## src/verilog/x86_len_pkg.sv

```systemverilog
`default_nettype none

// shared sizes and encodings for the x86 length-decode front end
package x86_len_pkg;

    // bytes in one fetch window, byte 0 sits in the low bits
    localparam int unsigned window_bytes = 16;

    // stage 1 only looks at this many leading bytes for prefixes
    localparam int unsigned max_prefixes = 4;

    // architectural limit on the length of one instruction
    localparam int unsigned max_length = 15;

    // wide enough for the worst case sum of 16 bytes
    localparam int unsigned len_width = 5;

    // immediate size code
    // full-size immediates switch between imm_32 and imm_16 on the 66 prefix
    typedef enum logic [1:0] {
        imm_8  = 2'b00,
        imm_16 = 2'b01,
        imm_32 = 2'b10
    } imm_size_e;

    // result status for one decoded instruction
    // overflow means every examined byte was a prefix, so the opcode is unknown
    typedef enum logic [1:0] {
        len_ok              = 2'b00,
        len_prefix_overflow = 2'b01,
        len_too_long        = 2'b10
    } len_status_e;

endpackage

`default_nettype wire

```

## src/verilog/decode_ctrl.sv

```systemverilog
`timescale 1ns/1ps
`default_nettype none

// valid pipeline, status classification and result counters
module decode_ctrl (
    input  logic                                clk,
    input  logic                                reset,
    input  logic                                window_valid,
    input  logic                                prefix_overflow,
    input  logic [x86_len_pkg::len_width-1:0]   sum,
    output logic                                load_s1,
    output logic                                load_s2,
    output logic                                out_valid,
    output x86_len_pkg::len_status_e            status,
    output logic [15:0]                         decoded_count,
    output logic [15:0]                         fault_count
);
    import x86_len_pkg::*;

    logic        valid_s1;
    logic        valid_s2;
    len_status_e status_c;

    // no back-pressure, so each stage loads whenever its input is valid
    assign load_s1   = window_valid;
    assign load_s2   = valid_s1;
    assign out_valid = valid_s2;

    // overflow wins, since the sum is meaningless without a real opcode
    always_comb begin
        if (prefix_overflow) begin
            status_c = len_prefix_overflow;
        end else if (sum > len_width'(max_length)) begin
            status_c = len_too_long;
        end else begin
            status_c = len_ok;
        end
    end

    // counters step as the result enters stage 2, so they already include
    // the instruction shown while out_valid is high
    always_ff @(posedge clk) begin
        if (reset) begin
            valid_s1      <= 1'b0;
            valid_s2      <= 1'b0;
            decoded_count <= '0;
            fault_count   <= '0;
        end else begin
            valid_s1 <= window_valid;
            valid_s2 <= valid_s1;
            if (load_s2) begin
                decoded_count <= decoded_count + 16'd1;
                if (status_c != len_ok) begin
                    fault_count <= fault_count + 16'd1;
                end
            end
        end
    end

    // status travels alongside length in stage 2
    always_ff @(posedge clk) begin
        if (load_s2) begin
            status <= status_c;
        end
    end

endmodule

`default_nettype wire

```

## src/verilog/immediate_detector.sv

```systemverilog
`timescale 1ns/1ps
`default_nettype none

// decides whether the opcode carries an immediate and how wide it is
module immediate_detector (
    input  logic                   [15:0] opcode,
    input  logic                          operand_override,
    output logic                          imm_present,
    output x86_len_pkg::imm_size_e        imm_size
);
    import x86_len_pkg::*;

    logic two_byte;

    // the scanner leaves the high half zero for one-byte opcodes
    assign two_byte = (opcode[15:8] == 8'h0F);

    always_comb begin
        imm_present = 1'b0;
        imm_size    = imm_8;
        if (two_byte) begin
            // pshufw style 0F 70 is the only two-byte opcode with an immediate here
            if (opcode[7:0] == 8'h70) begin
                imm_present = 1'b1;
                imm_size    = imm_8;
            end
        end else begin
            case (opcode[7:0]) inside
                // ALU ops on AL, push imm8, imul imm8, group 1 imm8,
                // test AL, mov r8 imm8, shift groups and mov r/m8 imm8
                8'h04, 8'h0C, 8'h14, 8'h1C,
                8'h24, 8'h2C, 8'h34, 8'h3C,
                8'h6A, 8'h6B, 8'h80, 8'h82, 8'h83, 8'hA8,
                [8'hB0:8'hB7],
                8'hC0, 8'hC1, 8'hC6: begin
                    imm_present = 1'b1;
                    imm_size    = imm_8;
                end
                // ret imm16 near and far, always 16 bits regardless of 66
                8'hC2, 8'hCA: begin
                    imm_present = 1'b1;
                    imm_size    = imm_16;
                end
                // full operand-size immediates on eAX, push, imul, group 1,
                // test eAX, mov r32 and mov r/m32
                8'h05, 8'h0D, 8'h15, 8'h1D,
                8'h25, 8'h2D, 8'h35, 8'h3D,
                8'h68, 8'h69, 8'h81, 8'hA9,
                [8'hB8:8'hBF],
                8'hC7: begin
                    imm_present = 1'b1;
                    // operand-size override drops these to 16 bits
                    if (operand_override) begin
                        imm_size = imm_16;
                    end else begin
                        imm_size = imm_32;
                    end
                end
                default: begin
                    imm_present = 1'b0;
                    imm_size    = imm_8;
                end
            endcase
        end
    end

endmodule

`default_nettype wire

```

## src/verilog/length_adder.sv

```systemverilog
`timescale 1ns/1ps
`default_nettype none

// stage 2, adds up every field of the instruction and registers the result
module length_adder (
    input  logic                                clk,
    input  logic                                load,
    input  logic [2:0]                          prefix_count,
    input  logic                                escape_0f,
    input  logic                                modrm_present,
    input  logic [2:0]                          addr_bytes,
    input  logic                                imm_present_in,
    input  x86_len_pkg::imm_size_e              imm_size_in,
    output logic [x86_len_pkg::len_width-1:0]   sum,
    output logic [x86_len_pkg::len_width-1:0]   length,
    output logic                                imm_present,
    output x86_len_pkg::imm_size_e              imm_size
);
    import x86_len_pkg::*;

    logic [2:0] imm_bytes;

    // size code to byte count, nothing when there is no immediate
    always_comb begin
        case (imm_size_in)
            imm_16:  imm_bytes = 3'd2;
            imm_32:  imm_bytes = 3'd4;
            default: imm_bytes = 3'd1;
        endcase
        if (!imm_present_in) begin
            imm_bytes = 3'd0;
        end
    end

    // one opcode byte always, a second one behind the 0F escape
    // the unregistered sum also feeds the status check in the control block
    assign sum = len_width'(prefix_count) + len_width'(1) + len_width'(escape_0f)
               + len_width'(modrm_present) + len_width'(addr_bytes)
               + len_width'(imm_bytes);

    always_ff @(posedge clk) begin
        if (load) begin
            length      <= sum;
            imm_present <= imm_present_in;
            imm_size    <= imm_size_in;
        end
    end

endmodule

`default_nettype wire

```

## src/verilog/modrm_decoder.sv

```systemverilog
`timescale 1ns/1ps
`default_nettype none

// finds the ModRM byte and counts the SIB and displacement bytes behind it
module modrm_decoder (
    input  logic [15:0] opcode,
    input  logic [7:0]  modrm,
    input  logic [7:0]  sib,
    output logic        modrm_present,
    output logic [2:0]  addr_bytes
);

    logic       two_byte;
    logic [1:0] mod_f;
    logic [2:0] rm_f;
    logic       has_sib;
    logic [2:0] disp_bytes;

    assign two_byte = (opcode[15:8] == 8'h0F);
    assign mod_f    = modrm[7:6];
    assign rm_f     = modrm[2:0];

    // which opcodes take a ModRM byte
    always_comb begin
        if (two_byte) begin
            // jcc near, push/pop fs and gs, and bswap have no ModRM
            case (opcode[7:0]) inside
                [8'h80:8'h8F], 8'hA0, 8'hA1, 8'hA8, 8'hA9,
                [8'hC8:8'hCF]: modrm_present = 1'b0;
                default:       modrm_present = 1'b1;
            endcase
        end else begin
            case (opcode[7:0]) inside
                // bound, arpl, imul, group 1, mov, lea, pop r/m,
                // shifts, les/lds, mov imm, x87 escapes and inc/dec groups
                8'h62, 8'h63, 8'h69, 8'h6B,
                [8'h80:8'h8F],
                8'hC0, 8'hC1, [8'hC4:8'hC7],
                [8'hD0:8'hD3], [8'hD8:8'hDF],
                8'hFE, 8'hFF:  modrm_present = 1'b1;
                // the classic ALU block uses ModRM when bit 2 is clear
                default:       modrm_present = (opcode[7:6] == 2'b00) && !opcode[2];
            endcase
        end
    end

    // rm 100 outside register mode brings in a SIB byte
    assign has_sib = (mod_f != 2'b11) && (rm_f == 3'b100);

    // displacement size, 32-bit addressing only
    always_comb begin
        case (mod_f)
            2'b01: disp_bytes = 3'd1;
            2'b10: disp_bytes = 3'd4;
            2'b00: begin
                // rm 101 is disp32 without a base, as is a SIB base of 101
                if (rm_f == 3'b101 || (has_sib && sib[2:0] == 3'b101)) begin
                    disp_bytes = 3'd4;
                end else begin
                    disp_bytes = 3'd0;
                end
            end
            default: disp_bytes = 3'd0;
        endcase
    end

    // without a ModRM byte there are no addressing bytes at all
    assign addr_bytes = modrm_present ? (disp_bytes + {2'b00, has_sib}) : 3'd0;

endmodule

`default_nettype wire

```

## src/verilog/prefix_scanner.sv

```systemverilog
`timescale 1ns/1ps
`default_nettype none

// stage 1, finds the legacy prefixes and lines up the opcode bytes
module prefix_scanner (
    input  logic                                  clk,
    input  logic                                  load,
    input  logic [x86_len_pkg::window_bytes-1:0][7:0] window,
    output logic [2:0]                            prefix_count,
    output logic                                  operand_override,
    output logic                                  escape_0f,
    output logic [15:0]                           opcode,
    output logic [7:0]                            modrm,
    output logic [7:0]                            sib,
    output logic                                  prefix_overflow
);
    import x86_len_pkg::*;

    logic [2:0] count_c;
    logic       run_c;
    logic       override_c;
    logic [3:0] op_idx;
    logic       esc_c;
    logic [3:0] low_idx;
    logic [3:0] body_idx;

    // legacy prefixes that are accepted, 67 is not among them
    function automatic logic is_prefix(input logic [7:0] b);
        case (b)
            8'h66, 8'hF0, 8'hF2, 8'hF3,
            8'h26, 8'h2E, 8'h36, 8'h3E, 8'h64, 8'h65: is_prefix = 1'b1;
            default:                                  is_prefix = 1'b0;
        endcase
    endfunction

    // count the unbroken run of prefixes at the start of the window
    // the first non-prefix byte ends the run
    always_comb begin
        count_c    = '0;
        run_c      = 1'b1;
        override_c = 1'b0;
        for (int i = 0; i < max_prefixes; i++) begin
            if (run_c && is_prefix(window[i])) begin
                count_c = count_c + 3'd1;
                // 66 anywhere in the run shortens full-size immediates
                if (window[i] == 8'h66) begin
                    override_c = 1'b1;
                end
            end else begin
                run_c = 1'b0;
            end
        end
    end

    // the opcode byte follows the prefixes directly
    assign op_idx   = {1'b0, count_c};
    assign esc_c    = (window[op_idx] == 8'h0F);
    // with the 0F escape the real opcode is one byte further on
    assign low_idx  = op_idx + {3'b000, esc_c};
    assign body_idx = low_idx + 4'd1;

    // opcode, ModRM and SIB candidates are captured together with the prefix info
    always_ff @(posedge clk) begin
        if (load) begin
            prefix_count     <= count_c;
            operand_override <= override_c;
            escape_0f        <= esc_c;
            opcode           <= esc_c ? {8'h0F, window[low_idx]} : {8'h00, window[op_idx]};
            modrm            <= window[body_idx];
            sib              <= window[body_idx + 4'd1];
            prefix_overflow  <= (count_c == 3'(max_prefixes));
        end
    end

endmodule

`default_nettype wire

```

## src/verilog/x86_length_decoder.sv

```systemverilog
`timescale 1ns/1ps
`default_nettype none

// two-stage length decoder for the instruction at byte 0 of a fetch window
module x86_length_decoder (
    input  logic                                  clk,
    input  logic                                  reset,
    input  logic                                  window_valid,
    input  logic [x86_len_pkg::window_bytes-1:0][7:0] window,
    output logic                                  out_valid,
    output logic [x86_len_pkg::len_width-1:0]     length,
    output logic                                  imm_present,
    output x86_len_pkg::imm_size_e                imm_size,
    output x86_len_pkg::len_status_e              status,
    output logic [15:0]                           decoded_count,
    output logic [15:0]                           fault_count
);
    import x86_len_pkg::*;

    logic                 load_s1;
    logic                 load_s2;
    logic [2:0]           prefix_count;
    logic                 operand_override;
    logic                 escape_0f;
    logic [15:0]          opcode;
    logic [7:0]           modrm;
    logic [7:0]           sib;
    logic                 prefix_overflow;
    logic                 imm_present_c;
    imm_size_e            imm_size_c;
    logic                 modrm_present;
    logic [2:0]           addr_bytes;
    logic [len_width-1:0] sum;

    decode_ctrl decode_ctrl_i (
        .clk             (clk),
        .reset           (reset),
        .window_valid    (window_valid),
        .prefix_overflow (prefix_overflow),
        .sum             (sum),
        .load_s1         (load_s1),
        .load_s2         (load_s2),
        .out_valid       (out_valid),
        .status          (status),
        .decoded_count   (decoded_count),
        .fault_count     (fault_count)
    );

    prefix_scanner prefix_scanner_i (
        .clk              (clk),
        .load             (load_s1),
        .window           (window),
        .prefix_count     (prefix_count),
        .operand_override (operand_override),
        .escape_0f        (escape_0f),
        .opcode           (opcode),
        .modrm            (modrm),
        .sib              (sib),
        .prefix_overflow  (prefix_overflow)
    );

    // both tables work on the stage 1 registers within the same cycle
    immediate_detector immediate_detector_i (
        .opcode           (opcode),
        .operand_override (operand_override),
        .imm_present      (imm_present_c),
        .imm_size         (imm_size_c)
    );

    modrm_decoder modrm_decoder_i (
        .opcode        (opcode),
        .modrm         (modrm),
        .sib           (sib),
        .modrm_present (modrm_present),
        .addr_bytes    (addr_bytes)
    );

    length_adder length_adder_i (
        .clk            (clk),
        .load           (load_s2),
        .prefix_count   (prefix_count),
        .escape_0f      (escape_0f),
        .modrm_present  (modrm_present),
        .addr_bytes     (addr_bytes),
        .imm_present_in (imm_present_c),
        .imm_size_in    (imm_size_c),
        .sum            (sum),
        .length         (length),
        .imm_present    (imm_present),
        .imm_size       (imm_size)
    );

endmodule

`default_nettype wire
```

## config.mk

```make
export PLATFORM = sky130hd
export DESIGN_NAME = x86_length_decoder
export DESIGN_NICKNAME = d
export VERILOG_FILES = /design/src/verilog/x86_len_pkg.sv /design/src/verilog/decode_ctrl.sv /design/src/verilog/immediate_detector.sv /design/src/verilog/length_adder.sv /design/src/verilog/modrm_decoder.sv /design/src/verilog/prefix_scanner.sv /design/src/verilog/x86_length_decoder.sv
export SDC_FILE = /design/constraint.sdc
export NUM_CORES = 1
export LEC_CHECK = 0
export BUFFER_PORTS_ARGS = -buffer_cell sky130_fd_sc_hd__buf_4
export CAP_MARGIN = 5
export CORE_ASPECT_RATIO = 0.75
export CORE_MARGIN = 4
export CORE_UTILIZATION = 45
export DETAILED_ROUTE_END_ITERATION = 16
export HOLD_SLACK_MARGIN = 0.03
export PLACE_DENSITY = 0.8
export SLEW_MARGIN = 40
export SYNTH_ARGS = -nofsm -noshare
export SYNTH_HDL_FRONTEND = slang
export SYNTH_SLANG_ARGS = --single-unit
```

## constraint.sdc

```tcl
create_clock -name clk -period 8.51 [get_ports clk]
set_input_delay 1.702 -clock clk [delete_from_list [all_inputs] [get_ports clk]]
set_output_delay 1.702 -clock clk [all_outputs]
set_load 0.03 [all_outputs]
```

* Yosys cells after proc, flatten, opt, wreduce, memory -nomap -nowiden
Cells that the tools add are included.
Storage, ports and cells: logic and storage cells 214, flip-flop bits (word level) 77
Cells by class: muxes and demuxes 48, equal/unequal tests 90, reductions and logical operators 28, magnitude comparators 19, add/subtract/negate cells 14
Operators by type and width (number):
- $eq A8 B8 Y1 const B | 28
- $eq A8 B6 Y1 const B | 24
- $eq A8 B7 Y1 const B | 19
- $bmux W8 S4 | 3
- $ge A8 B8 Y1 const B | 7
- $le A8 B8 Y1 const B | 7
- $reduce_or A10 Y1 | 4
- $add A16 B1 Y16 const B | 2
- $eq A8 B4 Y1 const B | 4
- $eq A8 B5 Y1 const B | 4
- $bmux W8 S3 | 1
- $mux W1 | 24
- $mux W8 | 3
- $mux W3 | 7
- $reduce_or A18 Y1 | 1
- $eq A8 B3 Y1 const B | 2
- $lt A4 B5 Y1 const B | 3
- $mux W2 | 7
- $reduce_or A14 Y1 | 1
- $logic_and A1 B1 Y1 | 13
- $eq A3 B3 Y1 const B | 4
- $mux W12 | 1
- $reduce_or A12 Y1 | 1
- $add A5 B1 Y5 | 2
- 21 further kinds | 27

* Longest topological paths before layout
Gate-level depths: netlist of run 1.
depth in word-level cells 18, depth in mapped cells 26, mapped depth without buffers 22

* Hierarchy
A second synthesis of run 1 with hierarchy kept.
Unflattened totals: cell total of the unflattened synthesis 766, area total of the unflattened synthesis 8042.7 um2
Modules (own cells, without submodules):
- prefix_scanner | area an instance 5310.1 um2, times used 1, cells an instance 458
- decode_ctrl | area an instance 1627.8 um2, times used 1, cells an instance 176
- length_adder | area an instance 546.8 um2, times used 1, cells an instance 47
- immediate_detector | area an instance 319.1 um2, times used 1, cells an instance 49
- modrm_decoder | area an instance 239.0 um2, times used 1, cells an instance 36

* Least setup slack after synthesis of run 1
Ideal clock, no wire load.
path kind input to register, start point input window[18] in the netlist's numbering, end point register prefix_scanner_i.modrm[6] (data pin), setup time 0.273 ns, arrival time 7.235 ns, stages on the path 24, slack 1.002 ns, cell sequence clkbuf_1 -> xnor2_1 -> nand2_1 -> and4_1 -> o21ai_1 -> inv_2 -> buf_2 -> ha_1 -> clkbuf_1 -> o21ai_0 -> inv_1 -> buf_2 -> o311a_1 -> a21oi_1 -> nand4_1 -> nor3_1 -> ha_1 -> ha_1 -> ha_1 -> clkbuf_1 -> buf_1 -> clkbuf_1 -> mux4_2 -> mux4_1
Between the ends: cells in the longest elaborated chain, start to end 14, elaborated cells on any way between the ends 25, classes of those cells add/sub (3); eq/ne (11); mux (8); reduce/logical (3)
Ends and longest elaborated chain:
- start: declaration | line x86_length_decoder.sv:9 | input logic [x86_len_pkg::window_bytes-1:0][7:0] window,
- $eq A8 B8 Y1, or another cell as far along | line prefix_scanner.sv:29 | case (b)
- $reduce_or A10 Y1 (*) | line prefix_scanner.sv:29
- $mux W1 (*) | line prefix_scanner.sv:29
- $logic_and A1 B1 Y1 (*) | line prefix_scanner.sv:43 | if (run_c && is_prefix(window[i])) begin
- $mux W3 or $mux W1 (tied branches) | line prefix_scanner.sv:43
- $add A3 B1 Y3 or $logic_and A1 B1 Y1 (tied branches) | line prefix_scanner.sv:44, prefix_scanner.sv:43
- $mux W3 (*) | line prefix_scanner.sv:43
- via prefix_scanner_i.count_c[1] | line prefix_scanner.sv:19 | logic [2:0] count_c;
- $bmux W8 S3 (*) | line prefix_scanner.sv:57 | assign esc_c = (window[op_idx] == 8'h0F);
- $mux W8 (not written as such) (*) | line prefix_scanner.sv:57
- $eq A8 B4 Y1 (*) | line prefix_scanner.sv:57
- via prefix_scanner_i.esc_c | line prefix_scanner.sv:23 | logic esc_c;
- $add A3 B1 Y4 (*) | line prefix_scanner.sv:59 | assign low_idx = op_idx + {3'b000, esc_c};
- $add A4 B1 Y4 (*) | line prefix_scanner.sv:60 | assign body_idx = low_idx + 4'd1;
- $bmux W8 S4 (*) | line prefix_scanner.sv:69 | modrm <= window[body_idx];
- $mux W8 (not written as such) (*) | line prefix_scanner.sv:69
- end signal: assignment | line prefix_scanner.sv:69
- end: declaration | line prefix_scanner.sv:13 | output logic [7:0] modrm,
Mark *: on every way through the listed nets, which the timed path passes. The rest lies on a longest branch. The select of a mux whose other input is x is not followed. A chain may end at the register's enable or synchronous reset.

* Worst setup path in the final report of run 1
start point input window[4] in the netlist's numbering, end point register prefix_scanner_i.sib[1] (data pin)
Between the ends: cells in the longest elaborated chain, start to end 18, elaborated cells on any way between the ends 33, classes of those cells add/sub (6); eq/ne (11); mux (12); reduce/logical (4)
Ends and longest elaborated chain:
- $eq A8 B8 Y1, or another cell as far along | line prefix_scanner.sv:29
- $reduce_or A10 Y1 | line prefix_scanner.sv:29
- $mux W1 | line prefix_scanner.sv:29
- $mux W1 | line prefix_scanner.sv:43
- $add A1 B1 Y2 or $logic_and A1 B1 Y1 (tied branches) | line prefix_scanner.sv:44, prefix_scanner.sv:43
- $mux W3 or $mux W1 (tied branches) | line prefix_scanner.sv:43
- $add A3 B1 Y3 or $logic_and A1 B1 Y1 (tied branches) | line prefix_scanner.sv:44, prefix_scanner.sv:43
- $mux W3 or $mux W1 (tied branches) | line prefix_scanner.sv:43
- (+3 left out)
- $mux W8 (not written as such) (*) | line prefix_scanner.sv:57
- $eq A8 B4 Y1 (*) | line prefix_scanner.sv:57
- via prefix_scanner_i.esc_c | line prefix_scanner.sv:23
- $add A3 B1 Y4 (*) | line prefix_scanner.sv:59
- $add A4 B1 Y4 (*) | line prefix_scanner.sv:60
- $add A4 B1 Y4 (*) | line prefix_scanner.sv:70 | sib <= window[body_idx + 4'd1];
- $bmux W8 S4 (*) | line prefix_scanner.sv:70
- $mux W3 (not written as such) (*) | line prefix_scanner.sv:70
- end signal: assignment | line prefix_scanner.sv:70
- end: declaration | line prefix_scanner.sv:14 | output logic [7:0] sib,
Marked as above.

==> results of run 1 <==
[worst min-delay path by stage]
| stage | cells after the start | slack (ps) | from | end |
|---|---|---|---|---|
| after floorplan | 0 | 450 | prefix_scanner_i.prefix_overflow | decode_ctrl_i.status[0] |
| after global placement | 2 | 490 | decode_ctrl_i.decoded_count[7] | decode_ctrl_i.decoded_count[7] |
| after detailed placement | 2 | 500 | decode_ctrl_i.decoded_count[10] | decode_ctrl_i.decoded_count[10] |
| after CTS | 2 | 510 | decode_ctrl_i.decoded_count[10] | decode_ctrl_i.decoded_count[10] |
| after global routing | 2 | 550 | decode_ctrl_i.fault_count[15] | decode_ctrl_i.fault_count[15] |
| final | 2 | 510 | decode_ctrl_i.fault_count[15] | decode_ctrl_i.fault_count[15] |
[synthesized netlist by cell type (all sizes together) (14+ instances only)]
cell type   n  share of area
and3       14          0.014
edfxtp     32           0.15
mux2i      23          0.036
nor2       49          0.029
nor2b      15          0.015
a21oi      26          0.022
xor2       24          0.033
mux4       75           0.27
dfxtp      34           0.11
nand4      14          0.014
clkbuf     23          0.013
o21ai      27          0.021
nand2      49          0.029
inv        31          0.018
nand3      21          0.018
[power groups by stage]
stage                     clock network (mW)  logic (mW)  registers [mW]
after floorplan                            0       0.124           0.381
after global placement                     0       0.236           0.373
final                                  0.323       0.243           0.367
after CTS                              0.329       0.241           0.367
after detailed placement                   0       0.239           0.374
after global routing                   0.344       0.263           0.370
[kinds of logic after synthesis]
kind of cell	after synthesis	synth area share
and+or+nand+nor	211	0.1759
xor gates and xnor gates	37	0.05379
DFF	66	0.2548
adders and majority gates	18	0.04078
muxes	102	0.3095
AOI/OAI and AO/OA	116	0.1252
buffers and inverters	66	0.04000
[through the flow]
step	total power, mW	worst slack (ps)	util
finish	0.9338	798.8	0.5891
global route	0.9766	267.2	0.5891
CTS	0.9374	896.0	0.5891
detailed placement	0.6133	556.9	0.5703
global placement	0.6093	964.8	0.5703
floorplan	0.5050	1002	-
[critical path: stages]
cell and delay, ps:
buf_4 130, nor3b_1 310, nand3b_1 170, a32oi_2 280, o21ai_1 150, inv_2 200, ha_1 440, o21ai_0 470
inv_1 330, o311a_1 200, a21oi_1 360, nand4_1 210, nor3_1 460, ha_4 220, ha_1 150, buf_4 440
nand2_1 180, mux2i_1 170, o22ai_2 390, xnor2_2 210, mux4_1 580
[registers in the layout, indices dropped and copies added (netlist names), 2 cells and up]
| register | flops |
|---|---|
| decode_ctrl_i.decoded_count | 16 |
| length_adder_i.length | 5 |
| decode_ctrl_i.fault_count | 16 |
| prefix_scanner_i.prefix_count | 3 |
| prefix_scanner_i.sib | 3 |
| decode_ctrl_i.status | 2 |
| prefix_scanner_i.modrm | 5 |
| length_adder_i.imm_size | 2 |
| prefix_scanner_i.opcode | 9 |
[area by class of cell]
type / instances / area, sq um / share of cell area
multi-input cells: 484 / 4562 / 0.5576
flip-flops and latches: 66 / 1642 / 0.2006
repair buffers: 181 / 1371 / 0.1676
clock buffers: 10 / 229.0 / 0.02799
well taps: 175 / 219.0 / 0.02676
inverters: 33 / 126.4 / 0.01545
clock inverters: 6 / 32.53 / 0.003976
[routing by layer]
| metal | part of all wire | routed length [um] |
|---|---|---|
| met5 | 0 | 0 |
| met4 | 0.025 | 485 |
| met3 | 0.10 | 2027 |
| met2 | 0.46 | 8954 |
| met1 | 0.41 | 8016 |
==> flow_summary_export.csv, run 1 <==
group,metric,value,unit
finish,mostFrequentLayoutCells,"buf_4 (180), mux4_2 (67), nor2_1 (49)",
yosys,ys_types,76,
critical_path,rrSetupSlack,3510,ps
detailed_routing,postRouteAntennaNets,0,
hold_path,hp-class,"register to register",
yosys,ys_warn_count,0,
critical_path,reg2reg_from,"prefix_scanner_i.opcode[5]",
critical_path,worstReg2RegEnd,"decode_ctrl_i.fault_count[13]",
finish,antenna_cells,0,
sta,relSlewSlack,0.4868,
critical_path,cp-end-kind,"register",
power,p_sw_frac,0.2788,
placement,dp_hpwl,15.60,mm
critical_path,required,8570,ps
cts,cts_tree,"done",
cts,cts-root-buf,"clkbuf_16",
cts,cts_setup_buffers,0,
global_routing,antenna_found_initial,0,
yosys,synth_edf_count,32,
finish,final_area,8182,sq um
detailed_routing,vias_per_cell,6.333,
critical_path,r2r.worst_path.cells,20,
critical_path,cp_max_fo,34,
detailed_routing,drt_iter0_drc,609,
finish,area_delta_synth_final,26.97,%
finish,fin_cells,955,
sta,finalClockSkew,9.704,ps
yosys,synthArstFlopShare,0,
yosys,synth-seq-area-share,0.2548,
global_routing,grt_max_degree,58,
critical_path,critPathCapture,"prefix_scanner_i.sib[1]",
sta,min_period,7711,ps
power,p_seq_frac,0.393,
global_routing,grtUsageMet1,0.3346,
global_routing,met3_usage,0.05533,
die,coreArea,13890,sq um
power,power.switching,0.2604,mW
detailed_routing,drc_errors,0,
critical_path,crit_path_start,"window[4]",
die,dieWidth,146.2,um
sta,fmax,129.7,MHz
detailed_routing,wl_per_cell,20.40,um
sta,finalCritPeriodShare,0.9061,
yosys,syn_inst,616,
cts,cts.path.max_buffers,2,
global_routing,grt_pass1_vias,5877,
die,row_count,37,
critical_path,arrival,7770,ps
cts,htreeDepth,3,
yosys,synth_ff_type,"dfxtp_1",
placement,port_buffers,173,
power,powerDensity,114.1,nW/um^2
global_routing,grt.busiest_layer,"met2",
global_routing,gr-total-overflow,0,
yosys,ys_ff_latch,66,
run_status,outcome,"complete, no violations",
die,die_h,111.6,um
die,initial_core_util,0.4640,
detailed_routing,num_vias,6048,
sta,finalHoldViolCount,0,
job,max_cap_viol_count,0,
sta,hold_ws,515.0,ps
detailed_routing,drtPass1Iterations,8,
die,pin_count,174,
yosys,avgSynthCellArea,10.46,sq um
sta,finalSetupViolCount,0,
sta,finalSetupTns,0,ps
detailed_routing,wl,19.48,mm
finish,finish.net_count,924,
critical_path,start_kind,"primary input",
power,p_int,0.6735,mW
cts,clock-sinks,66,
sta,maxSlewViolCount,0,
critical_path,worstSetupPathType,"primary input to register",
finish,final_common_cell,"buf_4",
sta,rsz0062_at_grt,"no",
placement,dpl_cell_area,7920,sq um
die,dieArea,16320,sq um
placement,placed_cells,939,
cts,path_clk_slew,60,ps
cts,clk_latency,320,ps
power,ir_drop,0.0001059,V
yosys,netlist_area,6444,sq um
cts,hold_buffers,0,
global_routing,grt_use_met2,0.3705,
power,p_leak,3.163,nW
finish,fill_cells,1181,
yosys,synthesis.nets,765,
power,clkPwrFrac,0.346,
global_routing,grt_usage,0.2365,
power,pwr-share-comb,0.261,
placement,gp_congestion,1.056,
sta,worst_pin_slew,764.7,ps
cts,ctsResizeCount,0,
cts,numCtsBuffers,9,
global_routing,grt_pass1_wl,31.55,mm
finish,drive_above_1_share,0.3692,
(Power assumes the default switching activity.)
==> run 2: changes to the inputs <==
--- a/config.mk
+++ b/config.mk
@@ -12,8 +12,10 @@
 export CORE_UTILIZATION = 45
 export DETAILED_ROUTE_END_ITERATION = 16
 export HOLD_SLACK_MARGIN = 0.03
-export PLACE_DENSITY = 0.8
+export PLACE_DENSITY = 0.78
+export RECOVER_POWER = 25
 export SLEW_MARGIN = 40
 export SYNTH_ARGS = -nofsm -noshare
 export SYNTH_HDL_FRONTEND = slang
+export SYNTH_HIERARCHICAL = 1
 export SYNTH_SLANG_ARGS = --single-unit
==> run 2 against run 1 <==
The run now ends with max-capacitance violations, max-slew violations left. Sequential power rose by 1%. Die area rose by 6.4%. Register-to-register slack improved by 220 ps. Synthesized cell count rose by 15%. Routed wire length rose by 12%. Critical path type unchanged. Largest cell class unchanged.
==> flow_summary_export.csv, run 2 <==
group,metric,value,unit
run_status,outcome,"finished with violations",
run_status,violations,"max-capacitance violations, max-slew violations",
die,dieWidth,150.8,um
power,p_total,0.9993,mW
critical_path,r2r.worst_path.cells,16,
power,ir_drop,0.00009151,V
sta,fmax,127.6,MHz
hold_path,hp-class,"register to register",
sta,finalHoldViolCount,0,
critical_path,worstReg2RegEnd,"decode_ctrl_i/fault_count[15]",
critical_path,reg2reg_from,"prefix_scanner_i/opcode[3]",
global_routing,gr-total-overflow,0,
sta,hold_ws,493.1,ps
placement,port_buffers,173,
hold_path,whs_endpoint,"decode_ctrl_i/fault_count[15]",
sta,rsz0062_at_grt,"no",
finish,largestRegisters,"decode_ctrl_i/decoded_count: 16 flops, decode_ctrl_i/fault_count: 16 flops, prefix_scanner_i/opcode: 9 flops",
yosys,netlist_area,6883,sq um
global_routing,grt_usage,0.2483,
die,die_h,115.1,um
critical_path,arrival,7890,ps
detailed_routing,postRouteAntennaNets,0,
yosys,ys_warn_count,6,
die,row_count,38,
cts,cts-root-buf,"clkbuf_16",
global_routing,grt_max_degree,38,
global_routing,grt_pass1_wl,34.00,mm
critical_path,rrSetupSlack,3730,ps
die,pin_count,174,
detailed_routing,top_layer,"met4",
cts,clk_latency,320,ps
yosys,syn_inst,709,
finish,area_delta_synth_final,24.92,%
critical_path,start_kind,"primary input",
power,p_leak,3.356,nW
detailed_routing,drc_errors,0,
job,max_cap_viol_count,1,
global_routing,antenna_found_initial,0,
sta,worst_pin_slew,1557,ps
finish,antenna_cells,0,
global_routing,grt_pass1_vias,6451,
finish,drive_above_1_share,0.3600,
sta,maxSlewViolCount,38,
critical_path,required,8560,ps
critical_path,cp_max_fo,29,
detailed_routing,wl_per_cell,20.52,um
detailed_routing,vias_per_cell,6.323,
detailed_routing,drt_iter0_drc,784,
die,initial_core_util,0.4670,
power,powerDensity,116.2,nW/um^2
sta,finalSetupViolCount,0,
die,coreArea,14740,sq um
placement,dp_hpwl,16.98,mm
finish,mostFrequentLayoutCells,"buf_4 (183), mux4_2 (67), nand2_1 (66)",
cts,cts_setup_buffers,0,
finish,final_common_cell,"buf_4",
cts,hold_buffers,0,
placement,dpl_cell_area,8284,sq um
placement,dp_slack,456.8,ps
cts,htreeDepth,3,
critical_path,cp-end-kind,"register",
cts,cts.path.max_buffers,2,
cts,numCtsBuffers,9,
sta,finalCritPeriodShare,0.9208,
cts,path_clk_slew,60,ps
finish,final_area,8598,sq um
detailed_routing,drtPass1Iterations,5,
detailed_routing,wl_met1,9.020,mm
placement,placed_cells,1045,
yosys,avgSynthCellArea,9.708,sq um
cts,cts_tree,"done",
sta,worst_slack,674.2,ps
detailed_routing,route.met3.wl,2.655,mm
detailed_routing,num_vias,6709,
sta,finalSetupTns,0,ps
sta,relSlewSlack,-0.03786,
detailed_routing,wl,21.77,mm
cts,clock-sinks,66,
sta,finalClockSkew,4.791,ps
die,dieArea,17360,sq um
placement,gp_congestion,0.9468,
finish,fin_cells,1061,
finish,finish.net_count,1006,
hold_path,min_path_cells,2,
critical_path,worstSetupPathType,"primary input to register",
finish,fin_util,0.5834,
cts,ctsResizeCount,0,
detailed_routing,wl_met2,9.620,mm
hold_path,hold_path_startpoint,"decode_ctrl_i/fault_count[15]",
sta,min_period,7836,ps
==> run 2: changes by cell type in the layout (fill, tap and decap cells not counted), sizes merged, moves of 7 or more <==
| cell | before | now |
|---|---|---|
| mux2i | 23 | 11 |
| nand3 | 21 | 38 |
| a31o | 0 | 7 |
| nand2 | 49 | 66 |
| mux4 | 75 | 67 |
| o21ai | 27 | 35 |
| xor2 | 24 | 14 |
==> run 2: where the power goes <==
part / switching, mW / leakage [nW] / internal [mW]
Clock: 0.137 / 0.159 / 0.247
Combinational: 0.119 / 2.61 / 0.125
Sequential: 0.0186 / 0.592 / 0.352
Total: 0.275 / 3.36 / 0.724
==> run 2: worst max-delay path: stages <==
cell and delay [ps]:
buf_4 130, nand3b_1 160, or3_1 370, a211o_1 390
nor2_1 320, ha_1 340, o311a_1 570, buf_4 320
a31oi_1 60, a211o_1 330, a22oi_1 360, nand3_1 210
nor3_1 400, ha_4 450, buf_4 490, mux4_2 580
nand2_1 100, nand3_1 100, a21oi_1 340, a31oi_1 140
==> run 2: how the worst max path moves through the flow <==
stage               startpoint                          to
floorplan           window[22]   prefix_scanner_i/modrm[6]
global placement    window[11]     prefix_scanner_i/sib[2]
detailed placement  window[11]     prefix_scanner_i/sib[2]
CTS                 window[11]     prefix_scanner_i/sib[2]
global route        window[11]  prefix_scanner_i/opcode[0]
finish              window[11]  prefix_scanner_i/opcode[1]
==> run 2: final cells by class <==
cell class	instances	area, sq um
inverters	30	112.6
clock buffers	10	250.2
well taps	200	250.2
clock inverters	6	70.07
multi-input cells	563	4872
repair buffers	186	1401
flip-flops and latches	66	1642
fillers	1251	6141
==> run 2: routing by layer <==
layer	global-route usage	vias to the layer above
met5	0	-
met4	0.06159	0
met3	0.07486	57
met2	0.3725	448
met1	0.3538	3173
li1	-	3031
==> run 3: changes to the inputs <==
--- a/config.mk
+++ b/config.mk
@@ -5,14 +5,14 @@
 export SDC_FILE = /design/constraint.sdc
 export NUM_CORES = 1
 export LEC_CHECK = 0
-export BUFFER_PORTS_ARGS = -buffer_cell sky130_fd_sc_hd__buf_4
 export CAP_MARGIN = 5
 export CORE_ASPECT_RATIO = 0.75
 export CORE_MARGIN = 4
 export CORE_UTILIZATION = 45
 export DETAILED_ROUTE_END_ITERATION = 16
+export DONT_BUFFER_PORTS = 1
 export HOLD_SLACK_MARGIN = 0.03
-export PLACE_DENSITY = 0.78
+export PLACE_DENSITY = 0.7
 export RECOVER_POWER = 25
 export SLEW_MARGIN = 40
 export SYNTH_ARGS = -nofsm -noshare
==> run 3 against run 2 <==
The run now ends clean. Critical path depth decreased by 2. Cell count decreased by 16%. Clock power decreased by 7.0%. Clock-buffer cell count unchanged. Sequential cell count unchanged. Combinational power decreased by 36%. Largest cell class unchanged.
==> flow_summary_export.csv, run 3 (synthesis results as in run 2) <==
group,metric,value,unit
job,max_cap_viol_count,0,
finish,antenna_cells,0,
cts,path_clk_slew,60,ps
critical_path,crit_chain,"nand3b_1, or3_1, a211o_1, nor2_1, ha_1, o311a_1, buf_4, a31o_2, o21ai_0, nand3_1, nor3_1, ha_4, ha_2, buf_4, ha_1, xnor2_4, xnor2_2, mux4_2",
die,die_h,115.1,um
sta,fmax,130.2,MHz
power,p_seq_frac,0.426,
detailed_routing,drtPass1Iterations,5,
finish,final_area,7293,sq um
die,row_count,38,
detailed_routing,drc_errors,0,
critical_path,start_kind,"primary input",
finish,drive_above_1_share,0.2003,
cts,cts_setup_buffers,0,
cts,ctsResizeCount,0,
finish,final_common_cell,"mux4_2",
detailed_routing,vias_per_cell,6.804,
critical_path,worstSetupPathType,"primary input to register",
sta,worst_pin_slew,808.4,ps
detailed_routing,wl_per_cell,24.07,um
sta,finalHoldViolCount,0,
critical_path,cp-end-kind,"register",
finish,mostFrequentLayoutCells,"mux4_2 (67), nand2_1 (66), nor2_1 (48)",
global_routing,antenna_found_initial,0,
die,initial_core_util,0.4670,
finish,fin_cells,889,
cts,hold_buffers,0,
sta,maxSlewViolCount,0,
die,dieWidth,150.8,um
power,p_int,0.6523,mW
cts,cts-root-buf,"clkbuf_16",
placement,dp_hpwl,16.75,mm
hold_path,hp-class,"register to register",
power,ir_drop,0.00009335,V
power,p_leak,2.492,nW
sta,finalCritPeriodShare,0.9025,
power,powerDensity,122.6,nW/um^2
cts,clk_latency,330,ps
placement,placed_cells,873,
critical_path,slowest_delay,550,ps
power,clkPwrFrac,0.399,
power,pwr-share-comb,0.175,
sta,rsz0062_at_grt,"no",
sta,min_period,7680,ps
placement,dpl_cell_area,7000,sq um
global_routing,grt_pass1_wl,32.92,mm
cts,cts_tree,"done",
cts,numCtsBuffers,9,
finish,area_delta_synth_final,5.962,%
placement,port_buffers,0,
detailed_routing,num_vias,6049,
die,coreArea,14740,sq um
power,power.switching,0.2421,mW
finish,finish.net_count,834,
sta,finalSetupTns,0,ps
detailed_routing,postRouteAntennaNets,0,
critical_path,required,8570,ps
global_routing,gr-total-overflow,0,
die,dieArea,17360,sq um
sta,finalClockSkew,7.442,ps
critical_path,cp_max_fo,35,
global_routing,grt_usage,0.2426,
critical_path,arrival,7740,ps
global_routing,grt_pass1_vias,5976,
power,p_sw_frac,0.2707,
run_status,outcome,"complete, no violations",
die,pin_count,174,
finish,largestRegisters,"decode_ctrl_i/decoded_count: 16 flops, decode_ctrl_i/fault_count: 16 flops, prefix_scanner_i/opcode: 9 flops",
cts,cts.path.max_buffers,2,
sta,relSlewSlack,0.4592,
sta,finalSetupViolCount,0,
critical_path,cpMaxStageDelayCell,"mux4_2",
detailed_routing,drt_iter0_drc,470,
placement,gp_congestion,1.012,
global_routing,grt_max_degree,59,
cts,clock-sinks,66,
cts,htreeDepth,3,
detailed_routing,wl,21.40,mm
==> run 3: changes by cell type in the layout (fill, tap and decap cells not counted), sizes merged <==
cell / before / now
buf: 184 / 14
clkbuf: 12 / 10
clkinv: 3 / 5
bufinv: 1 / 0
inv: 32 / 31
==> run 3: layer usage <==
metal,global-route usage,share of wire,routed length (um),vias to the layer above
met3,0.08471,0.11,2435,57
met4,0.07307,0.026,564,0
met2,0.3746,0.45,9719,370
li1,-,-,-,2688
met1,0.3237,0.41,8682,2934
met5,0,0,0,-
==> run 3: area by class of cell <==
type	count	area, sq um
clock buffer	10	250.2
clock inverter	6	48.80
fill	1354	7446
inverter	30	112.6
multi-input combinational	563	4860
sequential	66	1642
tap	200	250.2
timing repair buffer	14	130.1
==> run 3: path summary, 6_finish.rpt <==
kind | from | end | slack [ps] | cells past startpoint
setup / recovery | window[11] | prefix_scanner_i/sib[1] | 830 | 18
hold / removal | prefix_scanner_i/prefix_overflow | decode_ctrl_i/status[0] | 540 | 0
setup reg to reg | prefix_scanner_i/opcode[6] | decode_ctrl_i/fault_count[15] | 3560 | 16
hold reg to reg | prefix_scanner_i/prefix_overflow | decode_ctrl_i/status[0] | 540 | 0
==> run 3: through the flow <==
stage	hold slack, ps	setup WS [ps]	total power [mW]	utilization
after CTS	539.2	962.7	0.9032	0.4952
after detailed placement	527.1	615.5	0.5431	0.4750
after floorplan	493.0	52.53	0.5157	-
after global routing	547.0	549.4	0.9338	0.4948
after global placement	519.2	825.9	0.5359	0.4750
final	544.5	829.9	0.8943	0.4948
==> run 3: worst max-delay path: cells and delay by family <==
kind / cells / cell delay (ps)
simple gates: 5 / 1590
compound gates: 4 / 1580
fa+ha+maj: 4 / 1190
buf+inv: 2 / 570
mux: 1 / 550
xor+xnor: 2 / 520
==> run 3: power by group through the flow <==
| stage | clock network [mW] | logic, mW | registers [mW] |
|---|---|---|---|
| after global placement | 0 | 0.150 | 0.386 |
| after detailed placement | 0 | 0.155 | 0.388 |
| after floorplan | 0 | 0.136 | 0.379 |
| final | 0.357 | 0.156 | 0.381 |
| after CTS | 0.366 | 0.156 | 0.381 |
| after global routing | 0.379 | 0.171 | 0.384 |
